===== src/rtl/ae_defs.svh =====
`ifndef AE_DEFS_SVH
`define AE_DEFS_SVH

// control stream geometry
`define AE_CTRL_DATA_W 512
`define AE_CTRL_USER_W 128

// packet header vector and vlan id
`define AE_PHV_LEN 1024
`define AE_VLAN_W 12
`define AE_VLAN_LSB 129

// page table shape
`define AE_PAGE_W 16
`define AE_PAGE_DEPTH 32
// vlan id bit where the table address starts
`define AE_PAGE_ADDR_LSB 4

// header beat fields, low bit of each
`define AE_MOD_ID_LSB 368
`define AE_FLAG_LSB 320
`define AE_INDEX_LSB 384
`define AE_CTRL_FLAG 16'hf2f1

`endif


===== src/rtl/ae_pkg.sv =====
`default_nettype none

`include "ae_defs.svh"

package ae_pkg;

    typedef logic [`AE_CTRL_DATA_W-1:0] ctrl_data_t;
    typedef logic [`AE_CTRL_USER_W-1:0] ctrl_user_t;
    // one enable per data byte
    typedef logic [`AE_CTRL_DATA_W/8-1:0] ctrl_keep_t;

    // one control stream beat, valid travels beside it
    typedef struct packed {
        ctrl_data_t data;
        ctrl_user_t user;
        ctrl_keep_t keep;
        logic       last;
    } ctrl_beat_t;

    typedef logic [`AE_PHV_LEN-1:0] phv_t;
    typedef logic [`AE_VLAN_W-1:0] vlan_id_t;
    typedef logic [`AE_PAGE_W-1:0] page_t;
    typedef logic [$clog2(`AE_PAGE_DEPTH)-1:0] page_addr_t;
    typedef logic [7:0] tbl_index_t;

    typedef enum logic [1:0] {CTRL_IDLE, CTRL_WRITE_FIRST, CTRL_WRITE_NEXT} ctrl_state_e;
    typedef enum logic {VLAN_IDLE, VLAN_HOLD} vlan_state_e;
    typedef enum logic {LKUP_IDLE, LKUP_READ} lookup_state_e;

endpackage

`default_nettype wire


===== src/rtl/page_table.sv =====
`timescale 1ns/1ps
`default_nettype none

`include "ae_defs.svh"

module page_table
    import ae_pkg::*;
(
    input  wire        clk,
    input  wire        rst_n,

    // write port from the control parser
    input  wire        wr_en_i,
    input  wire page_addr_t wr_addr_i,
    input  wire page_t wr_data_i,

    // lookup request
    input  wire vlan_id_t lookup_vlan_i,
    input  wire        lookup_valid_i,
    output logic       lookup_ready_o,

    // lookup result
    output page_t      page_o,
    output logic       page_valid_o
);

    page_t         mem [`AE_PAGE_DEPTH];
    page_addr_t    rd_addr_q;
    logic          rd_pend_q;
    lookup_state_e state_q;

    always_ff @(posedge clk) begin
        if (wr_en_i) begin
            mem[wr_addr_i] <= wr_data_i;
        end
    end

    // accept, read one edge later, report on the edge after that
    always_ff @(posedge clk or negedge rst_n) begin
        if (!rst_n) begin
            state_q        <= LKUP_IDLE;
            rd_addr_q      <= '0;
            rd_pend_q      <= 1'b0;
            lookup_ready_o <= 1'b1;
            page_o         <= '0;
            page_valid_o   <= 1'b0;
        end else begin
            rd_pend_q    <= 1'b0;
            page_valid_o <= rd_pend_q;
            if (rd_pend_q) begin
                lookup_ready_o <= 1'b1;
            end

            case (state_q)
                LKUP_IDLE: begin
                    if (lookup_valid_i && lookup_ready_o) begin
                        rd_addr_q      <= lookup_vlan_i[`AE_PAGE_ADDR_LSB +: $bits(page_addr_t)];
                        lookup_ready_o <= 1'b0;
                        state_q        <= LKUP_READ;
                    end
                end
                LKUP_READ: begin
                    // a same-edge write to this address is not yet visible
                    page_o    <= mem[rd_addr_q];
                    rd_pend_q <= 1'b1;
                    state_q   <= LKUP_IDLE;
                end
                default: begin
                    state_q <= LKUP_IDLE;
                end
            endcase
        end
    end

endmodule

`default_nettype wire


===== config.mk =====
export PLATFORM = sky130hd
export DESIGN_NAME = page_table
export DESIGN_NICKNAME = d
export VERILOG_FILES = /design/src/rtl/ae_pkg.sv /design/src/rtl/page_table.sv
export VERILOG_INCLUDE_DIRS = /design/src /design/src/rtl
export SDC_FILE = /design/constraint.sdc
export NUM_CORES = 1
export LEC_CHECK = 0
export ABC_AREA = 0
export BUFFER_PORTS_ARGS = -buffer_cell sky130_fd_sc_hd__buf_2
export CAP_MARGIN = 20
export CELL_PAD_IN_SITES_DETAIL_PLACEMENT = 0
export CELL_PAD_IN_SITES_GLOBAL_PLACEMENT = 1
export CORE_ASPECT_RATIO = 1.1
export CORE_MARGIN = 4
export CORE_UTILIZATION = 54
export DETAILED_ROUTE_END_ITERATION = 8
export MAX_ROUTING_LAYER = met4
export PLACE_DENSITY = 0.91
export SYNTH_ARGS = -nofsm -noshare
export SYNTH_HDL_FRONTEND = slang
export SYNTH_SLANG_ARGS = --single-unit

===== constraint.sdc =====
create_clock -name clk -period 2.2 [get_ports clk]
set_input_delay 0.33 -clock clk [delete_from_list [all_inputs] [get_ports clk]]
set_output_delay 0.33 -clock clk [all_outputs]
set_load 0.02 [all_outputs]

### Word-level counts from Yosys, hierarchy flattened

Memories as Yosys holds them, arrays and structs flattened. A register that Yosys moved wholly into a read port is not among the register bits.
Cells that the tools add are included.

* RAM bits: 512
* word-level logic and storage cells: 18
* memories kept: 1
* output and inout port bits: 18
* register bits after elaboration: 9

Memories
* mem: depth 32, width 16, read ports 1, clocked after Yosys merged registers in 1, wr ports 1, RTL line page_table.sv:27 `` page_t mem [`AE_PAGE_DEPTH]; ``

* reductions and logical operators: 3
* bitwise operators: 1
* multiplexer cells: 8

Operators by type and width (number)
* $mux W1: 7
* $pmux W1 S2: 1
* $reduce_and A2 Y1: 1
* $logic_and A1 B1 Y1: 1
* $logic_not A1 Y1: 1
* $not A1 Y1: 1

### Logic depth before layout (Yosys ltp)

* word-level depth: 3
* gate-level depth with buffers: 8
* mapped depth without buffers: 5

### Worst setup path before layout

OpenSTA, ideal clock, no wires.

* path kind: input port to flip-flop
* start: in wr_addr_i[1]
* end: mem mem[12][0] in the netlist's numbering (enable)
* buffers on the path: 1
* slack: 0.130 ns
* cell stages on the path: 3
* arrival time: 1.682 ns
* required time: 1.812 ns
* cells stage by stage: or3b_2 clkbuf_1 nor2_1

RTL lines
* start: declaration: RTL line page_table.sv:14 `input wire page_addr_t wr_addr_i,`
* end: declaration: RTL line page_table.sv:27

No word-level cell before the write port.

==> qor.csv <==
metric;value;unit
outcome;complete, no violations;
drt_iter0_drc;1310;
drive_gt1_frac;0.204;
routed_via_density;6.08;
clkLatencyLatePin;0.57;ns
clockBufferDepth;3;
path_clk_slew;0.07;ns
worstPathArrival;2.65;ns
hold_viol;0;
final_area;24300;µm²
overflow;0;
grt_max_degree;52;
antenna_found_initial;4;
post-route-period-util;1.00;
yosysSeqAreaShare;0.766;
netlist-cell-type-count;26;
ys_ff_latch;537;
power.density;1170;nW/µm²
placed_area;22500;µm²
min_period;2.20;ns
setup_viol;0;
coreArea;38200;µm²
initial_utilization;0.547;
cts_root_buf;clkbuf_16;
grt_pass1_wl;69.0;mm
max_freq;455;MHz
wl;46.7;mm
cts.sinks;537;
cp_max_fo;35;
dieHeight;214;µm
worstMarginPinSlew;0.793;ns
cts_buffers;47;
setup_tns;0;ns
dp_slack;-0.0431;ns
maxSlewHeadroom;0.471;
p_leak;8.25;nW
wl_per_cell;25.4;µm
end_kind;flop;
postLayoutCoreUtil;0.636;
io_pins;55;
dp_hpwl;26.6;mm
nets;1338;
dp_cells;1739;
cts_tree;done;
yosysWarningCount;0;
ir_drop;0.961;mV
drv_cap;0;
io_buffer_count;47;
fin_cells;1840;
postSynthAreaPerCell;18.1;µm²
clock_skew;0.0190;ns
cp-start-kind;flop;
syn-cell-area;20900;µm²
grt_usage;0.225;
hold_class;input port to flop;
setup_ws;0.000238;ns
ant_nets;0;
total_power;28.3;mW
synthToLayoutAreaGrowth;16.3;%
rsz0062_at_grt;true;
worst-setup-path-type;flop to flop;
drcViolationCount;0;
crit_required;2.65;ns
syn_nets;1192;
syn_inst;1155;
htree_levels;2;
grt_pass1_vias;11500;
dr.pass1.iters;5;
num_rows;75;
final_cell_mix;512 x edfxtp_1, 255 x mux2i_1, 127 x a22oi_1;
place.gp.congestion;0.825;
hold-worst-slack;0.0896;ns
dieArea;41900;µm²
num_vias;11200;
die_w;195;µm
final_common_cell;edfxtp_1;
report.final.slew_viol_count;0;
-- metal layers --
layer,global-route usage,share of wire,vias to the layer above
met5,-,0,-
met4,0.0824,0.035,0
met3,0.0383,0.082,95
met2,0.370,0.51,501
met1,0.284,0.37,5668
li1,-,-,4928
-- critical path, cell delays in order, from the launching register on --
cell,delay [ns]
dfrtp_1,0.48
nor2b_4,0.23
buf_12,0.25
buf_4,0.17
a22oi_1,0.08
a21oi_1,0.47
nor4_4,0.11
mux2_2,0.28
-- repair_timing --
action | CTS | global route
setup endpoints to repair | 5 | 9
hold buffers | 5 | 0
pin swaps | 0 | 1
gates resized for setup | 7 | 12
cloned | 0 | 3
endpoints found under the hold margin | 28 | 0
buffers inserted | 0 | 5
-- flip-flops by register name, summed over array words and instances (netlist names) --
name and count:
lookup_ready_o 1, mem 512, page_o 16, page_valid_o 1
rd_addr_q 5, rd_pend_q 1, state_q 1
-- cells by family (layout without fill, tap and decap cells) --
logic type             count (synthesis)  after routing  share of synthesized area
DFF                                  537            537                      0.766
buffers and inverters                 67            248                     0.0206
and+or+nand+nor                       87             87                     0.0203
muxes                                272            272                      0.131
other                                  0              4                          0
AOI/OAI and AO/OA                    192            192                     0.0614
-- worst paths after layout --
kind / startpoint / end / slack (ns) / cells after the start
max in group asynchronous: rst_n / rd_addr_q[0] / 1.30 / 2
min in group asynchronous: rst_n / page_o[2] / 0.36 / 2
worst max register to register: rd_addr_q[1] / page_o[10] / 0.0002 / 7
worst max-delay path: rd_addr_q[1] / page_o[10] / 0.0002 / 7
worst min register to register: rd_pend_q / page_valid_o / 0.39 / 0
worst min-delay path: lookup_vlan_i[4] / rd_addr_q[0] / 0.09 / 3
-- power breakdown --
group	leakage (nW)	total, mW	internal [mW]	switching [mW]
registers	4.90	11.8	11.5	0.232
clock network	0.754	8.21	4.75	3.46
logic	2.59	8.35	3.67	4.67
-- synthesized netlist by cell type --
cell type | count | area [µm²]
buf_1 | 7 | 26.3
nand2_1 | 17 | 63.8
or3b_2 | 3 | 26.3
mux2_2 | 16 | 180
nor2_1 | 36 | 135
buf_4 | 15 | 113
nand3_1 | 2 | 10.0
buf_6 | 11 | 124
nand2b_1 | 2 | 12.5
clkbuf_4 | 2 | 15.0
or3_1 | 1 | 6.26
nor2b_1 | 2 | 12.5
dfrtp_1 | 24 | 601
inv_1 | 1 | 3.75
buf_8 | 1 | 15.0
clkbuf_1 | 14 | 52.6
a21oi_1 | 64 | 320
nor4_1 | 16 | 100
buf_2 | 16 | 80.1
edfxtp_1 | 512 | 15400
dfstp_2 | 1 | 26.3
mux2i_1 | 256 | 2560
a22oi_1 | 128 | 961
and2_1 | 1 | 6.26
nand3b_1 | 6 | 45.0
or2_2 | 1 | 6.26
-- final cells by class --
type                            count  area, µm²
Tap cell                          500        626
Clock buffer                       62       1310
Inverter                            1       3.75
Timing Repair Buffer              163       1530
Clock inverter                     22        231
Sequential cell                   537      16000
Fill cell                        2465      13900
Antenna cell                        4       10.0
Multi-Input combinational cell    551       4570
No activity file was read; power rests on OpenSTA's default activity.
