--- src/rtl/ae_defs.svh ---
`ifndef AE_DEFS_SVH
`define AE_DEFS_SVH

// control stream geometry
`define AE_CTRL_DATA_W 512
`define AE_CTRL_USER_W 128

// packet header vector and vlan id
`define AE_PHV_LEN 1024
`define AE_VLAN_W 12
`define AE_VLAN_LSB 129

// page table shape
`define AE_PAGE_W 16
`define AE_PAGE_DEPTH 32
// vlan id bit where the table address starts
`define AE_PAGE_ADDR_LSB 4

// header beat fields, low bit of each
`define AE_MOD_ID_LSB 368
`define AE_FLAG_LSB 320
`define AE_INDEX_LSB 384
`define AE_CTRL_FLAG 16'hf2f1

`endif

--- src/rtl/ae_pkg.sv ---
`default_nettype none

`include "ae_defs.svh"

package ae_pkg;

    typedef logic [`AE_CTRL_DATA_W-1:0] ctrl_data_t;
    typedef logic [`AE_CTRL_USER_W-1:0] ctrl_user_t;
    // one enable per data byte
    typedef logic [`AE_CTRL_DATA_W/8-1:0] ctrl_keep_t;

    // one control stream beat, valid travels beside it
    typedef struct packed {
        ctrl_data_t data;
        ctrl_user_t user;
        ctrl_keep_t keep;
        logic       last;
    } ctrl_beat_t;

    typedef logic [`AE_PHV_LEN-1:0] phv_t;
    typedef logic [`AE_VLAN_W-1:0] vlan_id_t;
    typedef logic [`AE_PAGE_W-1:0] page_t;
    typedef logic [$clog2(`AE_PAGE_DEPTH)-1:0] page_addr_t;
    typedef logic [7:0] tbl_index_t;

    typedef enum logic [1:0] {CTRL_IDLE, CTRL_WRITE_FIRST, CTRL_WRITE_NEXT} ctrl_state_e;
    typedef enum logic {VLAN_IDLE, VLAN_HOLD} vlan_state_e;
    typedef enum logic {LKUP_IDLE, LKUP_READ} lookup_state_e;

endpackage

`default_nettype wire

--- src/rtl/ctrl_write_parser.sv ---
`timescale 1ns/1ps
`default_nettype none

`include "ae_defs.svh"

module ctrl_write_parser
    import ae_pkg::*;
#(
    parameter logic [4:0] STAGE_ID  = 5'd0,
    parameter logic [2:0] ACTION_ID = 3'd3
) (
    input  wire             clk,
    input  wire             rst_n,

    // control stream in
    input  wire ctrl_beat_t ctrl_s_i,
    input  wire             ctrl_s_valid_i,

    // control stream out, foreign packets only
    output ctrl_beat_t      ctrl_m_o,
    output logic            ctrl_m_valid_o,

    // table write port
    output logic            wr_en_o,
    output page_addr_t      wr_addr_o,
    output page_t           wr_data_o
);

    logic [7:0]  mod_id;
    logic [15:0] ctrl_flag;
    logic        hdr_match;
    page_t       beat_entry;
    tbl_index_t  idx_q;
    ctrl_state_e state_q;

    // header fields
    assign mod_id    = ctrl_s_i.data[`AE_MOD_ID_LSB +: 8];
    assign ctrl_flag = ctrl_s_i.data[`AE_FLAG_LSB +: 16];

    // upper five bits of the module id select the stage, lower three the action
    assign hdr_match = ctrl_s_valid_i
                    && (mod_id[7:3] == STAGE_ID)
                    && (mod_id[2:0] == ACTION_ID)
                    && (ctrl_flag == `AE_CTRL_FLAG);

    // stream is little endian, byte 0 lands in the high byte
    assign beat_entry = {ctrl_s_i.data[7:0], ctrl_s_i.data[15:8]};

    // index register doubles as the write address
    assign wr_addr_o = idx_q[$bits(page_addr_t)-1:0];

    always_ff @(posedge clk or negedge rst_n) begin
        if (!rst_n) begin
            state_q        <= CTRL_IDLE;
            idx_q          <= '0;
            ctrl_m_o       <= '0;
            ctrl_m_valid_o <= 1'b0;
            wr_en_o        <= 1'b0;
            wr_data_o      <= '0;
        end else begin
            ctrl_m_valid_o <= 1'b0;
            wr_en_o        <= 1'b0;

            case (state_q)
                CTRL_IDLE: begin
                    if (hdr_match) begin
                        // header is swallowed, keep its start index
                        idx_q   <= ctrl_s_i.data[`AE_INDEX_LSB +: $bits(tbl_index_t)];
                        state_q <= CTRL_WRITE_FIRST;
                    end else if (ctrl_s_valid_i) begin
                        ctrl_m_o       <= ctrl_s_i;
                        ctrl_m_valid_o <= 1'b1;
                    end
                end

                // first data beat writes at the header index
                CTRL_WRITE_FIRST: begin
                    if (ctrl_s_valid_i) begin
                        wr_en_o   <= 1'b1;
                        wr_data_o <= beat_entry;
                        if (ctrl_s_i.last) begin
                            state_q <= CTRL_IDLE;
                        end else begin
                            state_q <= CTRL_WRITE_NEXT;
                        end
                    end
                end

                // later beats fill consecutive entries
                CTRL_WRITE_NEXT: begin
                    if (ctrl_s_valid_i) begin
                        wr_en_o   <= 1'b1;
                        wr_data_o <= beat_entry;
                        idx_q     <= idx_q + 1'b1;
                        if (ctrl_s_i.last) begin
                            state_q <= CTRL_IDLE;
                        end
                    end
                end

                default: begin
                    state_q <= CTRL_IDLE;
                end
            endcase
        end
    end

endmodule

`default_nettype wire

--- config.mk ---
export PLATFORM = sky130hd
export DESIGN_NAME = ctrl_write_parser
export DESIGN_NICKNAME = d
export VERILOG_FILES = /design/src/rtl/ae_pkg.sv /design/src/rtl/ctrl_write_parser.sv
export VERILOG_INCLUDE_DIRS = /design/src /design/src/rtl
export SDC_FILE = /design/constraint.sdc
export NUM_CORES = 1
export LEC_CHECK = 0
export BUFFER_PORTS_ARGS = -buffer_cell sky130_fd_sc_hd__buf_4
export CORE_AREA = 2 2 559 561
export CTS_BUF_LIST = sky130_fd_sc_hd__clkbuf_8
export DETAILED_ROUTE_END_ITERATION = 8
export DIE_AREA = 0 0 561 563
export PLACE_DENSITY_LB_ADDON = 0.2
export SLEW_MARGIN = 40
export SYNTH_ARGS = -nofsm -noshare
export SYNTH_HDL_FRONTEND = slang
export SYNTH_SLANG_ARGS = --single-unit
--- constraint.sdc ---
create_clock -name clk -period 2.4 [get_ports clk]
set_input_delay 0.36 -clock clk [delete_from_list [all_inputs] [get_ports clk]]
set_output_delay 0.36 -clock clk [all_outputs]
set_load 0.02 [all_outputs]
* Yosys cells after proc, flatten, opt, wreduce, memory -nomap -nowiden
Cells that the tools add are included.
** Storage, ports and cells
- Input bits :: 708
- Bits in registers :: 733
- Output and inout port bits :: 728
- Word-level logic and storage cells :: 43
** Cells by class
- Equality and inequality tests :: 8
- Reduce and logical (&&, ||, !) cells :: 11
- Bitwise operators :: 1
- $add $sub $neg :: 1
- Multiplexer cells :: 13
** Operators by type and width (count)
- $eq 16x16->1 const B :: 1
- $mux 8 :: 2
- $pmux 8 s2 :: 1
- $mux 2 :: 5
- $add 8x1->8 const B :: 1
- $ne 2x2->1 const B :: 4
- $pmux 2 s3 :: 1
- $reduce_and 3->1 :: 2
- $logic_not 5->1 :: 1
- $mux 1 :: 4
- $reduce_and 4->1 :: 1
- $eq 3x2->1 const B :: 1
- $logic_and 1x1->1 :: 3
- $eq 2x1->1 const B :: 1
- $eq 2x2->1 const B :: 1
- $logic_not 2->1 :: 1
- $reduce_and 2->1 :: 1
- $reduce_bool 2->1 :: 1
- $reduce_or 2->1 :: 1
- $not 1->1 :: 1

* Logic depth before layout (Yosys ltp)
- Depth after elaboration :: 6
- Gate-level depth with buffers :: 10
- Gate-level depth less buffers :: 7

* Worst setup path after synthesis
No wires, ideal clock.
- Kind :: input port to flip-flop
- Start point :: input port ctrl_s_i[564] (netlist name)
- End point :: register ctrl_m_o[317] (netlist name)
- Path slack :: 0.140 ns
- Buffers on the path :: 5
- Cell stages on the path :: 10
- Library setup time :: 0.125 ns
- Data arrival time :: 2.135 ns
- Cell sequence :: nor4_1 > nand4_1 > or2_1 > buf_6 > and3_1 > clkbuf_1 > buf_6 > buf_6 > buf_6 > mux2_4
** On the way
- Longest elaborated chain between the ends :: 6
** RTL lines
- start, declared :: line ctrl_write_parser.sv:16 : input wire ctrl_beat_t ctrl_s_i,
- $logic_not 5->1 :: line ctrl_write_parser.sv:42 : && (mod_id[7:3] == STAGE_ID)
- $logic_and 1x1->1 :: line ctrl_write_parser.sv:42
- $logic_and 1x1->1 :: line ctrl_write_parser.sv:43 : && (mod_id[2:0] == ACTION_ID)
- $logic_and 1x1->1 :: line ctrl_write_parser.sv:41 : assign hdr_match = ctrl_s_valid_i
- $not 1->1 (no source line)
- $reduce_and 3->1 (no source line)
- end signal, assigned :: line ctrl_write_parser.sv:71 : ctrl_m_o <= ctrl_s_i;
- end, declared :: line ctrl_write_parser.sv:20 : output ctrl_beat_t ctrl_m_o,
Every way passes these cells.
A chain may end at the register's enable or synchronous reset.

* Worst setup path in the final report
- Start point :: input port ctrl_s_i[563] (netlist name)
- End point :: register ctrl_m_o[90] (netlist name)
** On the way
- Longest elaborated chain between the ends :: 5
** RTL lines (line)
- $eq 3x2->1 :: ctrl_write_parser.sv:43
- $logic_and 1x1->1 :: ctrl_write_parser.sv:43
- $logic_and 1x1->1 :: ctrl_write_parser.sv:41
- $not 1->1 (no source line)
- $reduce_and 3->1 (no source line)
Every way passes these cells.

==> results.md <==
* Final hold violations at 0
* Pleak at 0.0256 µW
* Row cnt at 205
* Syn Nets at 2323
* Final Cycle Share at 101%
* Area share of the largest cell type after synthesis at 63.4%
* Nets at 4690
* Starting DRT DRC Count at 795
* Power per cell area at 683 nW/µm²
* Die Ht at 563 µm
* Worst Hold Class: primary input to register
* Vias in the first global route at 26700
* Commonest cells after routing, fill and taps aside: buf_4 (1526), dfrtp_1 (730), dlygate4sd3_1 (726)
* WP data required at 3.15 ns
* Global-route wire length before repair at 253000 µm
* Max Cap Viol at 0
* Wire per inst at 23.6 µm
* Post-Layout Cell Count at 8256
* Die area at 316000 µm²
* Clock root buffer: clkbuf_8
* CTS tree: done
* Vias at 24100
* RSZ-0062 raised after global routing: false
* CP Launch Type: primary input
* Ys Warns at 0
* Remaining DRCs at 0
* Via density at 2.92
* Io pins at 1436
* CP Class: primary input to register
* Achievable Freq at 411 MHz
* Initial antenna violation count at 152
* RePlAce Congestion at 0.847
* GRT Total Usage at 11.9%
* Die X at 561 µm
* Final Util at 18.1%
* Commonest non-fill, non-tap cell in the layout: buf_4
* Synthesized area per cell at 17.9 µm²
* PortBufs at 1435
* Post-Route Setup TNS at -0.0765 ns
* Clk Latency, worst-skew pair at 0.92 ns
* CTS H-Tree Depth at 4
* Slew Limit Headroom at 56.8%
* Sequential area share after synthesis at 63.4%
* Post-DP HPWL at 162000 µm
* CTS sink count at 730
* Worst-path clk slew at 0.06 ns
* Setup ws final at -0.0327 ns
* Drt pass-1 iters at 4
* Core area at 310000 µm²
* Slew Limit Fails at 0
* Share of cells above drive strength 1 at 61.5%
* Clk_skew at 0.0692 ns
* Failing checks: negative setup slack
* Placed cell area at 45400 µm²
* Worst vdd ir at 0.340 mV
* Min Tclk post-route at 2.43 ns
* Critical-path maximum fanout at 9
* Placed cell count at 7222
* CP Data Arrival Time at 3.19 ns
* Final Setup Violations at 13
* CTS Buf Count at 166
* Status: finished, violations left
* R2R Setup Slk at 0.17 ns
* DRT antenna net count at 0
* Distinct cells, synth at 36
* Total grt overflow at 0
* Final instance area at 56100 µm²
* Cell area after synthesis at 28800 µm²
* Yosys reg bits at 730
* Ranking of synthesized cells by area: dfrtp_1 (63%), mux2_4 (18%), mux2_2 (15%)
* Starting Density at 9.28%
* Layout area overhead at 94.6%
* Cells after synthesis at 1611
* Post-Route WL at 195000 µm
* Largest net degree at the start of global routing at 93
* CTS max path bufs at 4
* Critical Path Sink Type: register
* Dominant cell type by area after synthesis: dfrtp_1
* Slew @ Worst Pin at 0.648 ns
* Total power draw at 38300 µW
==> kinds of logic (layout without fill, tap and decap cells) <==
kind of cell | after synthesis | after routing | synth area share (%)
flip-flops | 730 | 730 | 63.4
buffers and inverters | 92 | 2563 | 2.40
adder cells (fa/ha/maj) | 4 | 4 | 0.174
multiplexers | 722 | 722 | 32.6
XOR/XNOR | 3 | 3 | 0.0912
AO/OA/AOI/OAI | 25 | 25 | 0.625
AND/OR/NAND/NOR | 35 | 35 | 0.669
other | 0 | 34 | 0
==> metal layers <==
layer | routed length (µm) | GRT usage, % | vias up
met4 | 6600 | 3.89 | 52
met5 | 328 | 0 | -
met1 | 75300 | 13.5 | 11800
met2 | 91200 | 19.7 | 1329
met3 | 21200 | 5.38 | 410
li1 | - | - | 10500
==> worst paths after layout <==
| path | from | end | depth (start not counted) |
|---|---|---|---|
| min in group asynchronous | rst_n | ctrl_m_o[346]$_DFFE_PN0P_ | 3 |
| hold reg to reg | ctrl_m_o[268]$_DFFE_PN0P_ | ctrl_m_o[268]$_DFFE_PN0P_ | 1 |
| max in group asynchronous | rst_n | ctrl_m_o[601]$_DFFE_PN0P_ | 3 |
| setup / recovery | ctrl_s_i[563] | ctrl_m_o[90]$_DFFE_PN0P_ | 11 |
| setup reg to reg | state_q[0]$_DFFE_PN0P_ | ctrl_m_o[310]$_DFFE_PN0P_ | 7 |
| hold / removal | ctrl_s_i[359] | ctrl_m_o[359]$_DFFE_PN0P_ | 3 |
==> worst max-delay path, stage by stage <==
cell and delay (ns):
dlygate4sd3_1 0.58, buf_4 0.15, and4bb_2 0.34, nand4_1 0.27
or2_1 0.34, and3_4 0.22, buf_12 0.15, buf_4 0.15
buf_4 0.19, buf_4 0.14, mux2_2 0.25
==> Yosys cell counts <==
library cell  instances
nor4_1                1
o21a_1                1
nand2b_1              1
and3_1                2
o21ai_0               1
a211o_1               1
buf_6                40
nand2_1               8
or2_1                 1
nor2_1                7
nand3_1               4
a22o_1                2
nand4_1               3
and4bb_2              1
xor2_1                1
nor4b_1               1
mux2_2              382
buf_2                36
a31oi_1               5
xnor2_1               2
nor3_1                1
clkbuf_1             11
o221ai_1              5
mux2_4              339
mux2i_1               1
o22a_1                2
dfrtp_1             730
ha_1                  4
nand3b_1              1
o22ai_1               2
a21o_1                1
inv_1                 5
and4b_1               2
nor2b_1               2
a21oi_1               4
o2bb2ai_1             1
==> repair_timing <==
action / in CTS / in global routing
buffers inserted: 0 / 2
gates resized for setup: 0 / 0
hold buffers: 726 / 0
endpoints found under the hold margin: 1395 / 0
endpoints found under the setup margin: 0 / 80
==> cell type report <==
class | count | area, µm²
antenna | 34 | 85.1
clock buffer | 197 | 2710
clock inverter | 75 | 554
fill | 34100 | 254000
inverter | 5 | 18.8
multi-input combinational | 789 | 9860
sequential | 730 | 18300
tap | 4140 | 5180
timing repair buffer | 2286 | 19400
==> power breakdown <==
| part | internal, µW | switching (µW) | total [µW] |
|---|---|---|---|
| clock network | 8080 | 6750 | 14800 |
| logic | 4560 | 4530 | 9090 |
| registers | 13500 | 827 | 14400 |
| total | 26200 | 12100 | 38300 |
==> flip-flops by register name, summed over array words and instances (netlist names) <==
signal,count
wr_en_o,1
ctrl_m_valid_o,1
ctrl_m_o,705
state_q,2
wr_data_o,16
idx_q,5
==> stage by stage <==
| stage | worst slack (ns) | hold WS (ns) |
|---|---|---|
| after floorplan | 0.140 | 0.0644 |
| after global placement | -0.324 | 0.271 |
| after detailed placement | -0.317 | 0.273 |
| after CTS | 0.0382 | 0.00188 |
| after global routing | 0.0461 | 0.0960 |
| final | -0.0327 | 0.208 |
(Power assumes the default switching activity.)
