--- src/rtl/ae_defs.svh ---
`ifndef AE_DEFS_SVH
`define AE_DEFS_SVH

// control stream geometry
`define AE_CTRL_DATA_W 512
`define AE_CTRL_USER_W 128

// packet header vector and vlan id
`define AE_PHV_LEN 1024
`define AE_VLAN_W 12
`define AE_VLAN_LSB 129

// page table shape
`define AE_PAGE_W 16
`define AE_PAGE_DEPTH 32
// vlan id bit where the table address starts
`define AE_PAGE_ADDR_LSB 4

// header beat fields, low bit of each
`define AE_MOD_ID_LSB 368
`define AE_FLAG_LSB 320
`define AE_INDEX_LSB 384
`define AE_CTRL_FLAG 16'hf2f1

`endif

--- src/rtl/ae_pkg.sv ---
`default_nettype none

`include "ae_defs.svh"

package ae_pkg;

    typedef logic [`AE_CTRL_DATA_W-1:0] ctrl_data_t;
    typedef logic [`AE_CTRL_USER_W-1:0] ctrl_user_t;
    // one enable per data byte
    typedef logic [`AE_CTRL_DATA_W/8-1:0] ctrl_keep_t;

    // one control stream beat, valid travels beside it
    typedef struct packed {
        ctrl_data_t data;
        ctrl_user_t user;
        ctrl_keep_t keep;
        logic       last;
    } ctrl_beat_t;

    typedef logic [`AE_PHV_LEN-1:0] phv_t;
    typedef logic [`AE_VLAN_W-1:0] vlan_id_t;
    typedef logic [`AE_PAGE_W-1:0] page_t;
    typedef logic [$clog2(`AE_PAGE_DEPTH)-1:0] page_addr_t;
    typedef logic [7:0] tbl_index_t;

    typedef enum logic [1:0] {CTRL_IDLE, CTRL_WRITE_FIRST, CTRL_WRITE_NEXT} ctrl_state_e;
    typedef enum logic {VLAN_IDLE, VLAN_HOLD} vlan_state_e;
    typedef enum logic {LKUP_IDLE, LKUP_READ} lookup_state_e;

endpackage

`default_nettype wire

--- src/rtl/vlan_extract.sv ---
`timescale 1ns/1ps
`default_nettype none

`include "ae_defs.svh"

module vlan_extract
    import ae_pkg::*;
(
    input  wire       clk,
    input  wire       rst_n,

    input  wire phv_t phv_i,
    input  wire       phv_valid_i,

    output vlan_id_t  vlan_o,
    output logic      vlan_valid_o,
    input  wire       vlan_ready_i
);

    vlan_state_e state_q;

    always_ff @(posedge clk or negedge rst_n) begin
        if (!rst_n) begin
            state_q      <= VLAN_IDLE;
            vlan_o       <= '0;
            vlan_valid_o <= 1'b0;
        end else begin
            vlan_valid_o <= 1'b0;

            case (state_q)
                VLAN_IDLE: begin
                    if (phv_valid_i) begin
                        vlan_o  <= phv_i[`AE_VLAN_LSB +: `AE_VLAN_W];
                        state_q <= VLAN_HOLD;
                    end
                end
                // new phvs are dropped until downstream takes this one
                VLAN_HOLD: begin
                    if (vlan_ready_i) begin
                        vlan_valid_o <= 1'b1;
                        state_q      <= VLAN_IDLE;
                    end
                end
                default: begin
                    state_q <= VLAN_IDLE;
                end
            endcase
        end
    end

endmodule

`default_nettype wire

--- config.mk ---
export PLATFORM = sky130hd
export DESIGN_NAME = vlan_extract
export DESIGN_NICKNAME = d
export VERILOG_FILES = /design/src/rtl/ae_pkg.sv /design/src/rtl/vlan_extract.sv
export VERILOG_INCLUDE_DIRS = /design/src /design/src/rtl
export SDC_FILE = /design/constraint.sdc
export NUM_CORES = 1
export LEC_CHECK = 0
export ABC_AREA = 0
export BUFFER_PORTS_ARGS = -buffer_cell sky130_fd_sc_hd__buf_2
export CORE_AREA = 5 5 403 405
export CTS_CLUSTER_SIZE = 40
export DETAILED_ROUTE_END_ITERATION = 6
export DIE_AREA = 0 0 408 410
export GPL_ROUTABILITY_DRIVEN = 0
export PLACE_DENSITY = 0.3
export SKIP_CTS_REPAIR_TIMING = 1
export SLEW_MARGIN = 0
export SYNTH_ARGS = -nofsm -noshare
export SYNTH_HDL_FRONTEND = slang
export SYNTH_SLANG_ARGS = --single-unit
--- constraint.sdc ---
create_clock -name clk -period 3.35 [get_ports clk]
set_input_delay 0.1675 -clock clk [delete_from_list [all_inputs] [get_ports clk]]
set_output_delay 0.1675 -clock clk [all_outputs]
set_load 0.1 [all_outputs]
# Yosys cells after proc, flatten, opt, wreduce, memory -nomap -nowiden
# Cells that the tools add are included.
[op_classes]
n_lt_le_gt_ge = 0
reduce_logical = 1
n_eq_ne = 0
multipliers = 0
bitwise = 1
div_mod_pow = 0
mux = 5
n_shift = 0
addsub = 0
[ops]
columns = ["operator", "n"]
rows = [
  ["1-bit two-way mux", 4],
  ["1-bit one-hot mux with 2 select lines", 1],
  ["2-bit AND reduction", 1],
  ["1-bit inverter", 1],
]
[totals]
memories = 0
regBits = 14
mem_bits_ro = 0
ram_bits = 0
latch_bits = 0
word_cells = 10
out_inout_bits = 13

# Longest topological paths before layout
# Gate-level depths: netlist of the first run.
[logic_depth]
depth_word = 2
ltp_mapped = 3
ltp_nobuf = 2

# Worst setup path after synthesis of the first run
# OpenSTA, ideal clock, no wires.
[synth_timing]
path_kind = "register -> register"
startpoint = "reg, netlist name vlan_o[0]"
endpoint = "reg vlan_o[0]"
t_required_ps = 3224
stages_incl_launch_ff = 2
setup_time_ps = 126
path_slack_ps = 2092
arrival_time_ps = 1132
path_cell_list = "dfrtp_1 > mux2_4"
[synth_lines]
columns = ["element", "line", "source"]
rows = [
  ["end signal, assigned", "vlan_extract.sv:33", "vlan_o <= phv_i[`AE_VLAN_LSB +: `AE_VLAN_W];"],
  ["end, declared", "vlan_extract.sv:15", "output vlan_id_t vlan_o,"],
]

# Worst setup path after layout of the first run
[layout_timing]
startpoint = "reg state_q"
endpoint = "reg vlan_o[6]"
[layout_via]
elab_chain_len = 2
[layout_rtl]
columns = ["element", "line", "source"]
rows = [
  ["start, declared", "vlan_extract.sv:20", "vlan_state_e state_q;"],
  ["start signal, assigned", "vlan_extract.sv:24", "state_q <= VLAN_IDLE;"],
  ["start signal, assigned", "vlan_extract.sv:34", "state_q <= VLAN_HOLD;"],
  ["start signal, assigned", "vlan_extract.sv:41", "state_q <= VLAN_IDLE;"],
  ["1-bit inverter (no source line)", "--", ""],
  ["2-bit AND reduction (no source line)", "--", ""],
]
# No other way between the ends.
# A chain may end at the register's enable or synchronous reset.

==> impl_metrics.ini, run 1 <==
[layout]
area_delta_synth_final_pct = 489
layout.nets = 1092
layout-drive-gt1-share_pct = 74.2
nFillCells = 18814
final_cells = 2135

[timing]
finalMaxSlewViolations = 0
fmax_mhz = 746
finalSetupViolCount = 0
fin_skew_ns = 0.00394
finalCritPeriodShare_pct = 40.0
final_hold_viol_count = 0
rsz0062_at_grt = no
fin_crit_ns = 1.34
relSlewSlack_pct = 66.4
finalSetupTns_ns = 0
tightest_slew_ns = 0.507

[placement]
portBuffers = 28
dp_cells = 2130
hpwlAfterDp_um = 2130

[pwr]
p_sw_share_pct = 46.9
clkPwrFrac_pct = 26.5
intPower_uw = 436
ir_drop_uv = 531
p_comb_share_pct = 45.9
pwr-share-seq_pct = 27.7
powerDensity_mw_per_mm2 = 243
leakagePower_uw = 0.000419
switchingPower_uw = 385

[cts]
worstSkewPairLatency_ns = 0.24
cts.path.max_buffers = 2
clkSinkCount = 14
path_clk_slew_ns = 0.05
cts_tree = done
htree_levels = 1
cts-buffers-inserted = 3
root_buffer = clkbuf_16

[synthesis]
avgSynthCellArea_um2 = 18.5
ys_seq_elements = 14
synth.area.top_cells = dfrtp_1 61%, mux2_4 24%, mux2_2 5.9%
syn_area_um2 = 573
yosysTopAreaCellShare_pct = 61.1
synth-seq-area-share_pct = 61.1
synth-warning-count = 0
synthCells = 31
yosys.area.top_type = dfrtp_1
syn_nets = 1059
yosysUniqueCellTypes = 8

[grt]
grt_pass1_vias = 496
grt_remaining_overflow = 0
grt_max_degree = 15
grt_antenna_before_repair = 0
grt_pass1_wl_um = 3330
track_usage_pct = 0.283

[floorplan]
dieWidth_um = 408
ioPinCount = 1041
core_mm2 = 0.158
design.die.area_mm2 = 0.167
die_h_um = 410
rows = 146
start_util_pct = 0.363

[drt]
routed_via_density = 0.174
wirelength_um = 2370
wl_per_cell_um = 1.11
ant_nets = 0
drt_iter0_markers = 1
drc = 0
dr.pass1.iters = 2
vias = 372

[run_status]
outcome = finished clean

[run]
maxCapViolCount = 0

[critical_path]
crit_path_end_kind = flip-flop
crit_buf_inv = 0
cp_max_fo = 13
worst_setup_path_start_kind = flip-flop
crit_type = reg -> reg
reg2reg_slack_ns = 2.01
ff2ff_path_depth = 2
timing.rr.end = vlan_o[6]$_DFFE_PN0P_
crit_slowest_cell = dfrtp_1
slowest_delay_ns = 0.41
cp.arrival_ns = 1.46
cp_top_family = flip-flops
path_cells = nor2b_4 -> mux2_2
reg2reg_from = state_q$_DFF_PN0_
cp.required_ns = 3.47

[hold_path]
hold_path.class = in -> reg
holdPathStages = 2
hold_end = vlan_o[9]$_DFFE_PN0P_
min-delay-start = phv_i[138]
flip-flops by register name, indices dropped and copies added, names as in the netlist:
register / count
vlan_valid_o: 1
vlan_o: 12
state_q: 1
kinds of logic (layout without fill, tap and decap cells):
kind of cell           count (synthesis)  count (layout)  share of synthesized area, %
AOI/OAI and AO/OA                      1               1                          1.53
buffers and inverters                  2              33                          4.15
DFF                                   14              14                          61.1
muxes                                 12              12                          29.5
other                                  0               1                             0
and+or+nand+nor                        2               2                          3.71
worst max-delay path by stage:
stage	slack, ns	cells past startpoint	end	from
after floorplan	2.09	1	vlan_o[0]$_DFFE_PN0P_	vlan_o[0]$_DFFE_PN0P_
after global placement	2.03	2	vlan_o[8]$_DFFE_PN0P_	state_q$_DFF_PN0_
after detailed placement	1.99	2	vlan_o[6]$_DFFE_PN0P_	state_q$_DFF_PN0_
after CTS	1.99	2	vlan_o[6]$_DFFE_PN0P_	state_q$_DFF_PN0_
after global routing	1.95	2	vlan_o[6]$_DFFE_PN0P_	state_q$_DFF_PN0_
final	2.01	2	vlan_o[6]$_DFFE_PN0P_	state_q$_DFF_PN0_
per-layer routing:
| metal | vias up | GRT usage [%] | share of wire (%) |
|---|---|---|---|
| met2 | 29 | 0.231 | 22 |
| li1 | 169 | - | - |
| met3 | 0 | 0.107 | 8.9 |
| met5 | - | 0 | 0 |
| met1 | 174 | 0.532 | 69 |
| met4 | 0 | 0.0733 | 0 |
cells in the mapped netlist:
cell and number:
and2_2 1, a21o_2 1, dfrtp_1 14, inv_1 1
mux2_4 9, mux2_2 3, buf_12 1, nor2b_4 1
stage by stage:
step	hold slack [ns]	cell area (um^2)	worst slack (ns)	utilization [%]	power (uW)
after floorplan	-0.128	573	2.09	-	541
after global placement	0.0752	3290	2.03	2.08	607
after detailed placement	0.0899	3290	1.99	2.08	607
after CTS	-0.166	3360	1.99	2.13	834
after global routing	0.159	3370	1.95	2.13	852
final	0.159	3370	2.01	2.13	821
cell type report:
cell class | instances | area (um^2) | share of cell area (%)
flip-flops and latches | 14 | 350 | 10.4
multi-input cells | 15 | 199 | 5.90
inverters | 1 | 3.75 | 0.111
diodes | 1 | 2.50 | 0.0742
clock buffers | 3 | 75.1 | 2.23
repair buffers | 29 | 150 | 4.45
well taps | 2072 | 2590 | 76.9
power by group through the flow:
stage               Combinational [uW]  Sequential [uW]  Clock [uW]
floorplan                         64.1              477           0
global placement                   380              227           0
detailed placement                 379              228           0
CTS                                379              228         226
global route                       389              233         230
finish                             377              227         217
cell usage in the layout, fill, tap and decap left out:
cell type	n
mux2_4	9
inv_1	1
mux2_2	3
clkbuf_16	3
diode_2	1
a21o_2	1
dlygate4sd3_1	1
buf_2	28
nor2b_4	1
and2_2	1
dfrtp_1	14
(Power assumes the default switching activity.)
==> run 2, diff against run 1 <==
==> constraint.sdc (replaced) <==
create_clock -name clk -period 1.29 [get_ports clk]
set_input_delay 0.0645 -clock clk [delete_from_list [all_inputs] [get_ports clk]]
set_output_delay 0.0645 -clock clk [all_outputs]
set_load 0.1 [all_outputs]
==> impl_metrics.ini, run 2 (synthesis results as in run 1) <==
[run_status]
outcome = finished clean

[critical_path]
crit_buf_inv = 1
path_cells = nor2b_4 -> buf_12 -> mux2_4
crit_slowest_cell = dfrtp_1
worst_setup_path_start_kind = flip-flop
reg2reg_from = state_q$_DFF_PN0_
slowest_delay_ns = 0.41
timing.rr.end = vlan_o[4]$_DFFE_PN0P_
cp.required_ns = 1.41
reg2reg_slack_ns = 0.08
cp.arrival_ns = 1.33
cp_top_family = flip-flops
crit_path_end_kind = flip-flop
ff2ff_path_depth = 3
crit_type = reg -> reg
cp_max_fo = 9

[layout]
largest_reg_flops = 12
nFillCells = 18822
regArea_um2 = 350
layout.nets = 1093
layout-drive-gt1-share_pct = 75.0
multi_input_area_um2 = 199
mostFrequentLayoutCell = buf_2
area_delta_synth_final_pct = 495
final_cell_mix = 28 x buf_2, 14 x dfrtp_1, 9 x mux2_4
reg_top3 = vlan_o (12), state_q (1), vlan_valid_o (1)
top_register = vlan_o

[run]
maxCapViolCount = 0

[pwr]
p_sw_share_pct = 45.7
p_comb_share_pct = 44.7
clkPwrFrac_pct = 28.8
pwr-share-seq_pct = 26.5
leakagePower_uw = 0.000435
powerDensity_mw_per_mm2 = 655
ir_drop_uv = 910
switchingPower_uw = 1020
intPower_uw = 1210

[cts]
worstSkewPairLatency_ns = 0.24
root_buffer = clkbuf_16
htree_levels = 1
cts.path.max_buffers = 2
path_clk_slew_ns = 0.05
cts_tree = done
clkSinkCount = 14
cts-buffers-inserted = 3

[drt]
ant_nets = 0
drt_iter0_markers = 5
routed_via_density = 0.177
dr.pass1.iters = 3
wirelength_um = 2480
vias = 379
drc = 0
wl_per_cell_um = 1.16

[timing]
fin_crit_ns = 1.21
finalMaxSlewViolations = 0
finalSetupViolCount = 0
fmax_mhz = 827
finalSetupTns_ns = 0
final_hold_viol_count = 0
relSlewSlack_pct = 66.1
finalCritPeriodShare_pct = 93.7
rsz0062_at_grt = no
tightest_slew_ns = 0.512
fin_ws_ns = 0.0814
fin_skew_ns = 0.00153

[grt]
grt_max_degree = 15
track_usage_pct = 0.297
grt_remaining_overflow = 0
grt_antenna_before_repair = 0
grt_pass1_wl_um = 3480
grt_pass1_vias = 460

[floorplan]
rows = 146
die_h_um = 410
dieWidth_um = 408
ioPinCount = 1041
start_util_pct = 0.363
core_mm2 = 0.158
design.die.area_mm2 = 0.167

[placement]
place_ws_ns = 0.0704
portBuffers = 28

[hold_path]
holdPathStages = 2
hold_end = vlan_o[10]$_DFFE_PN0P_
hold_path.class = in -> reg
min-delay-start = phv_i[139]
-- run 2: how the worst max path moves through the flow --
stage,slack [ns],cells after the start,from,endpoint
5_1_grt,0.03,3,state_q$_DFF_PN0_,vlan_o[2]$_DFFE_PN0P_
3_5_place_dp,0.07,3,state_q$_DFF_PN0_,vlan_o[5]$_DFFE_PN0P_
3_3_place_gp,0.1,3,state_q$_DFF_PN0_,vlan_o[11]$_DFFE_PN0P_
4_1_cts,0.07,3,state_q$_DFF_PN0_,vlan_o[11]$_DFFE_PN0P_
6_report,0.08,3,state_q$_DFF_PN0_,vlan_o[4]$_DFFE_PN0P_
2_1_floorplan,0.03,1,vlan_o[0]$_DFFE_PN0P_,vlan_o[0]$_DFFE_PN0P_
-- run 2: power groups by stage --
| stage | logic, uW | registers [uW] | clock network [uW] |
|---|---|---|---|
| 5_1_grt | 1030 | 606 | 697 |
| 3_5_place_dp | 1010 | 590 | 0 |
| 2_1_floorplan | 167 | 1240 | 0 |
| 4_1_cts | 1000 | 592 | 672 |
| 6_report | 997 | 590 | 643 |
| 3_3_place_gp | 1000 | 589 | 0 |
-- run 2: worst register-to-register path: cells and delay by family (launching register included) --
family	cells	cell delay, ns
flops	1	0.41
buf+inv	1	0.17
mux	1	0.30
simple gates	1	0.21
-- run 2: metal layers --
layer / global-route usage (%) / up-vias / routed length [um]
met4: 0.0916 / 0 / 32
met5: 0 / - / 0
met2: 0.210 / 32 / 473
met1: 0.564 / 174 / 1700
li1: - / 170 / -
met3: 0.138 / 3 / 269
-- run 2: area by class of cell --
class                           count  area share [%]
Clock buffer                        4            2.61
Multi-Input combinational cell     15            5.84
Antenna cell                        1          0.0734
Tap cell                         2072            76.1
Timing Repair Buffer               30            4.99
Inverter                            1           0.110
Sequential cell                    14            10.3
-- run 2: stage by stage --
| step | hold WS, ns | total power [uW] | utilization, % | instances | instance area, um^2 |
|---|---|---|---|---|---|
| floorplan | -0.231 | 1400 | - | 31 | 573 |
| global placement | -0.0301 | 1590 | 2.09 | 2131 | 3310 |
| detailed placement | -0.0191 | 1600 | 2.09 | 2131 | 3310 |
| CTS | -0.279 | 2270 | 2.15 | 2135 | 3390 |
| global route | 0.0513 | 2330 | 2.15 | 2136 | 3400 |
| finish | 0.0536 | 2230 | 2.16 | 2137 | 3410 |
==> run 3, diff against run 2 <==
--- a/config.mk
+++ b/config.mk
@@ -13,7 +13,9 @@
 export DETAILED_ROUTE_END_ITERATION = 6
 export DIE_AREA = 0 0 408 410
 export GPL_ROUTABILITY_DRIVEN = 0
+export HOLD_SLACK_MARGIN = 0.1
 export PLACE_DENSITY = 0.3
+export RECOVER_POWER = 50
 export SKIP_CTS_REPAIR_TIMING = 1
 export SLEW_MARGIN = 0
 export SYNTH_ARGS = -nofsm -noshare
==> impl_metrics.ini, run 3 (synthesis results as in run 1) <==
[cts]
cts.path.max_buffers = 2
path_clk_slew_ns = 0.05
cts-buffers-inserted = 3
worstSkewPairLatency_ns = 0.24
cts_tree = done
clkSinkCount = 14
root_buffer = clkbuf_16
htree_levels = 1

[pwr]
powerDensity_mw_per_mm2 = 642
finalPower_uw = 2250
ir_drop_uv = 920
leakagePower_uw = 0.000474

[drt]
routed_via_density = 0.192
drt_iter0_markers = 4
ant_nets = 0
drc = 0
wirelength_um = 2510
vias = 412
dr.pass1.iters = 2
wl_per_cell_um = 1.17

[timing]
relSlewSlack_pct = 46.7
rsz0062_at_grt = no
hold_ws_ns = 0.236
final_hold_viol_count = 0
fin_crit_ns = 1.21
finalCritPeriodShare_pct = 93.7
finalSetupTns_ns = 0
tightest_slew_ns = 0.800
finalSetupViolCount = 0
fin_skew_ns = 0.00116
fmax_mhz = 827
finalMaxSlewViolations = 0

[hold_path]
holdPathStages = 2
min-delay-start = phv_i[133]
hold_path.class = in -> reg
hold_end = vlan_o[4]$_DFFE_PN0P_

[run_status]
outcome = finished clean

[floorplan]
ioPinCount = 1041
start_util_pct = 0.363
die_h_um = 410
design.die.area_mm2 = 0.167
dieWidth_um = 408
core_mm2 = 0.158
rows = 146

[grt]
grt_pass1_vias = 460
grt_antenna_before_repair = 0
grt_remaining_overflow = 0
grt_pass1_wl_um = 3480
grt_max_degree = 15
track_usage_pct = 0.297

[layout]
final_cell_mix = 23 x buf_2, 14 x dfrtp_1, 11 x dlygate4sd3_1
layout.nets = 1103
nFillCells = 18815
largest_reg_flops = 12
mostFrequentLayoutCell = buf_2
top_register = vlan_o
layout-drive-gt1-share_pct = 63.5
reg_top3 = vlan_o (12), state_q (1), vlan_valid_o (1)
area_delta_synth_final_pct = 512

[run]
maxCapViolCount = 0

[critical_path]
cp_max_fo = 9
timing.rr.end = vlan_o[11]$_DFFE_PN0P_
cp.required_ns = 1.41
crit_type = reg -> reg
ff2ff_path_depth = 3
crit_path_end_kind = flip-flop
cp.arrival_ns = 1.33
worst_setup_path_start_kind = flip-flop
reg2reg_slack_ns = 0.08
reg2reg_from = state_q$_DFF_PN0_

[placement]
portBuffers = 28
## run 3: where the power goes
group	switching, uW	leakage, uW	internal (uW)
Combinational	793	0.000265	225
Clock	173	0.0000442	469
Sequential	57.5	0.000165	534
## run 3: stage by stage
step	util (%)	setup WS (ns)	cells	cell area (um^2)
2_1_floorplan	-	0.0317	31	573
3_3_place_gp	2.09	0.0953	2131	3310
3_5_place_dp	2.09	0.0704	2131	3310
4_1_cts	2.15	0.0676	2135	3390
5_1_grt	2.22	0.0322	2146	3500
6_report	2.22	0.0815	2147	3510
## run 3: how the worst max path moves through the flow
| stage | slack (ns) | from | to |
|---|---|---|---|
| after global routing | 0.03 | state_q$_DFF_PN0_ | vlan_o[2]$_DFFE_PN0P_ |
| after global placement | 0.1 | state_q$_DFF_PN0_ | vlan_o[11]$_DFFE_PN0P_ |
| final | 0.08 | state_q$_DFF_PN0_ | vlan_o[11]$_DFFE_PN0P_ |
| after floorplan | 0.03 | vlan_o[0]$_DFFE_PN0P_ | vlan_o[0]$_DFFE_PN0P_ |
| after detailed placement | 0.07 | state_q$_DFF_PN0_ | vlan_o[5]$_DFFE_PN0P_ |
| after CTS | 0.07 | state_q$_DFF_PN0_ | vlan_o[11]$_DFFE_PN0P_ |
## run 3: area by class of cell
cell class | count | area (um^2) | share of cell area [%]
Multi-Input combinational cell | 15 | 199 | 5.67
Sequential cell | 14 | 350 | 9.99
Antenna cell | 1 | 2.50 | 0.0714
Clock buffer | 4 | 88.8 | 2.53
Tap cell | 2072 | 2590 | 73.9
Inverter | 1 | 3.75 | 0.107
Timing Repair Buffer | 40 | 269 | 7.67
## run 3: layer usage
layer / global-route usage [%] / wire [um] / vias up
li1: - / - / 190
met1: 0.564 / 1720 / 187
met2: 0.210 / 508 / 32
met3: 0.138 / 248 / 3
met4: 0.0916 / 32 / 0
met5: 0 / 0 / -
## run 3: critical path: stages, from the launching register on
cell,delay [ns]
dfrtp_1,0.41
nor2b_4,0.21
buf_12,0.17
mux2_4,0.30
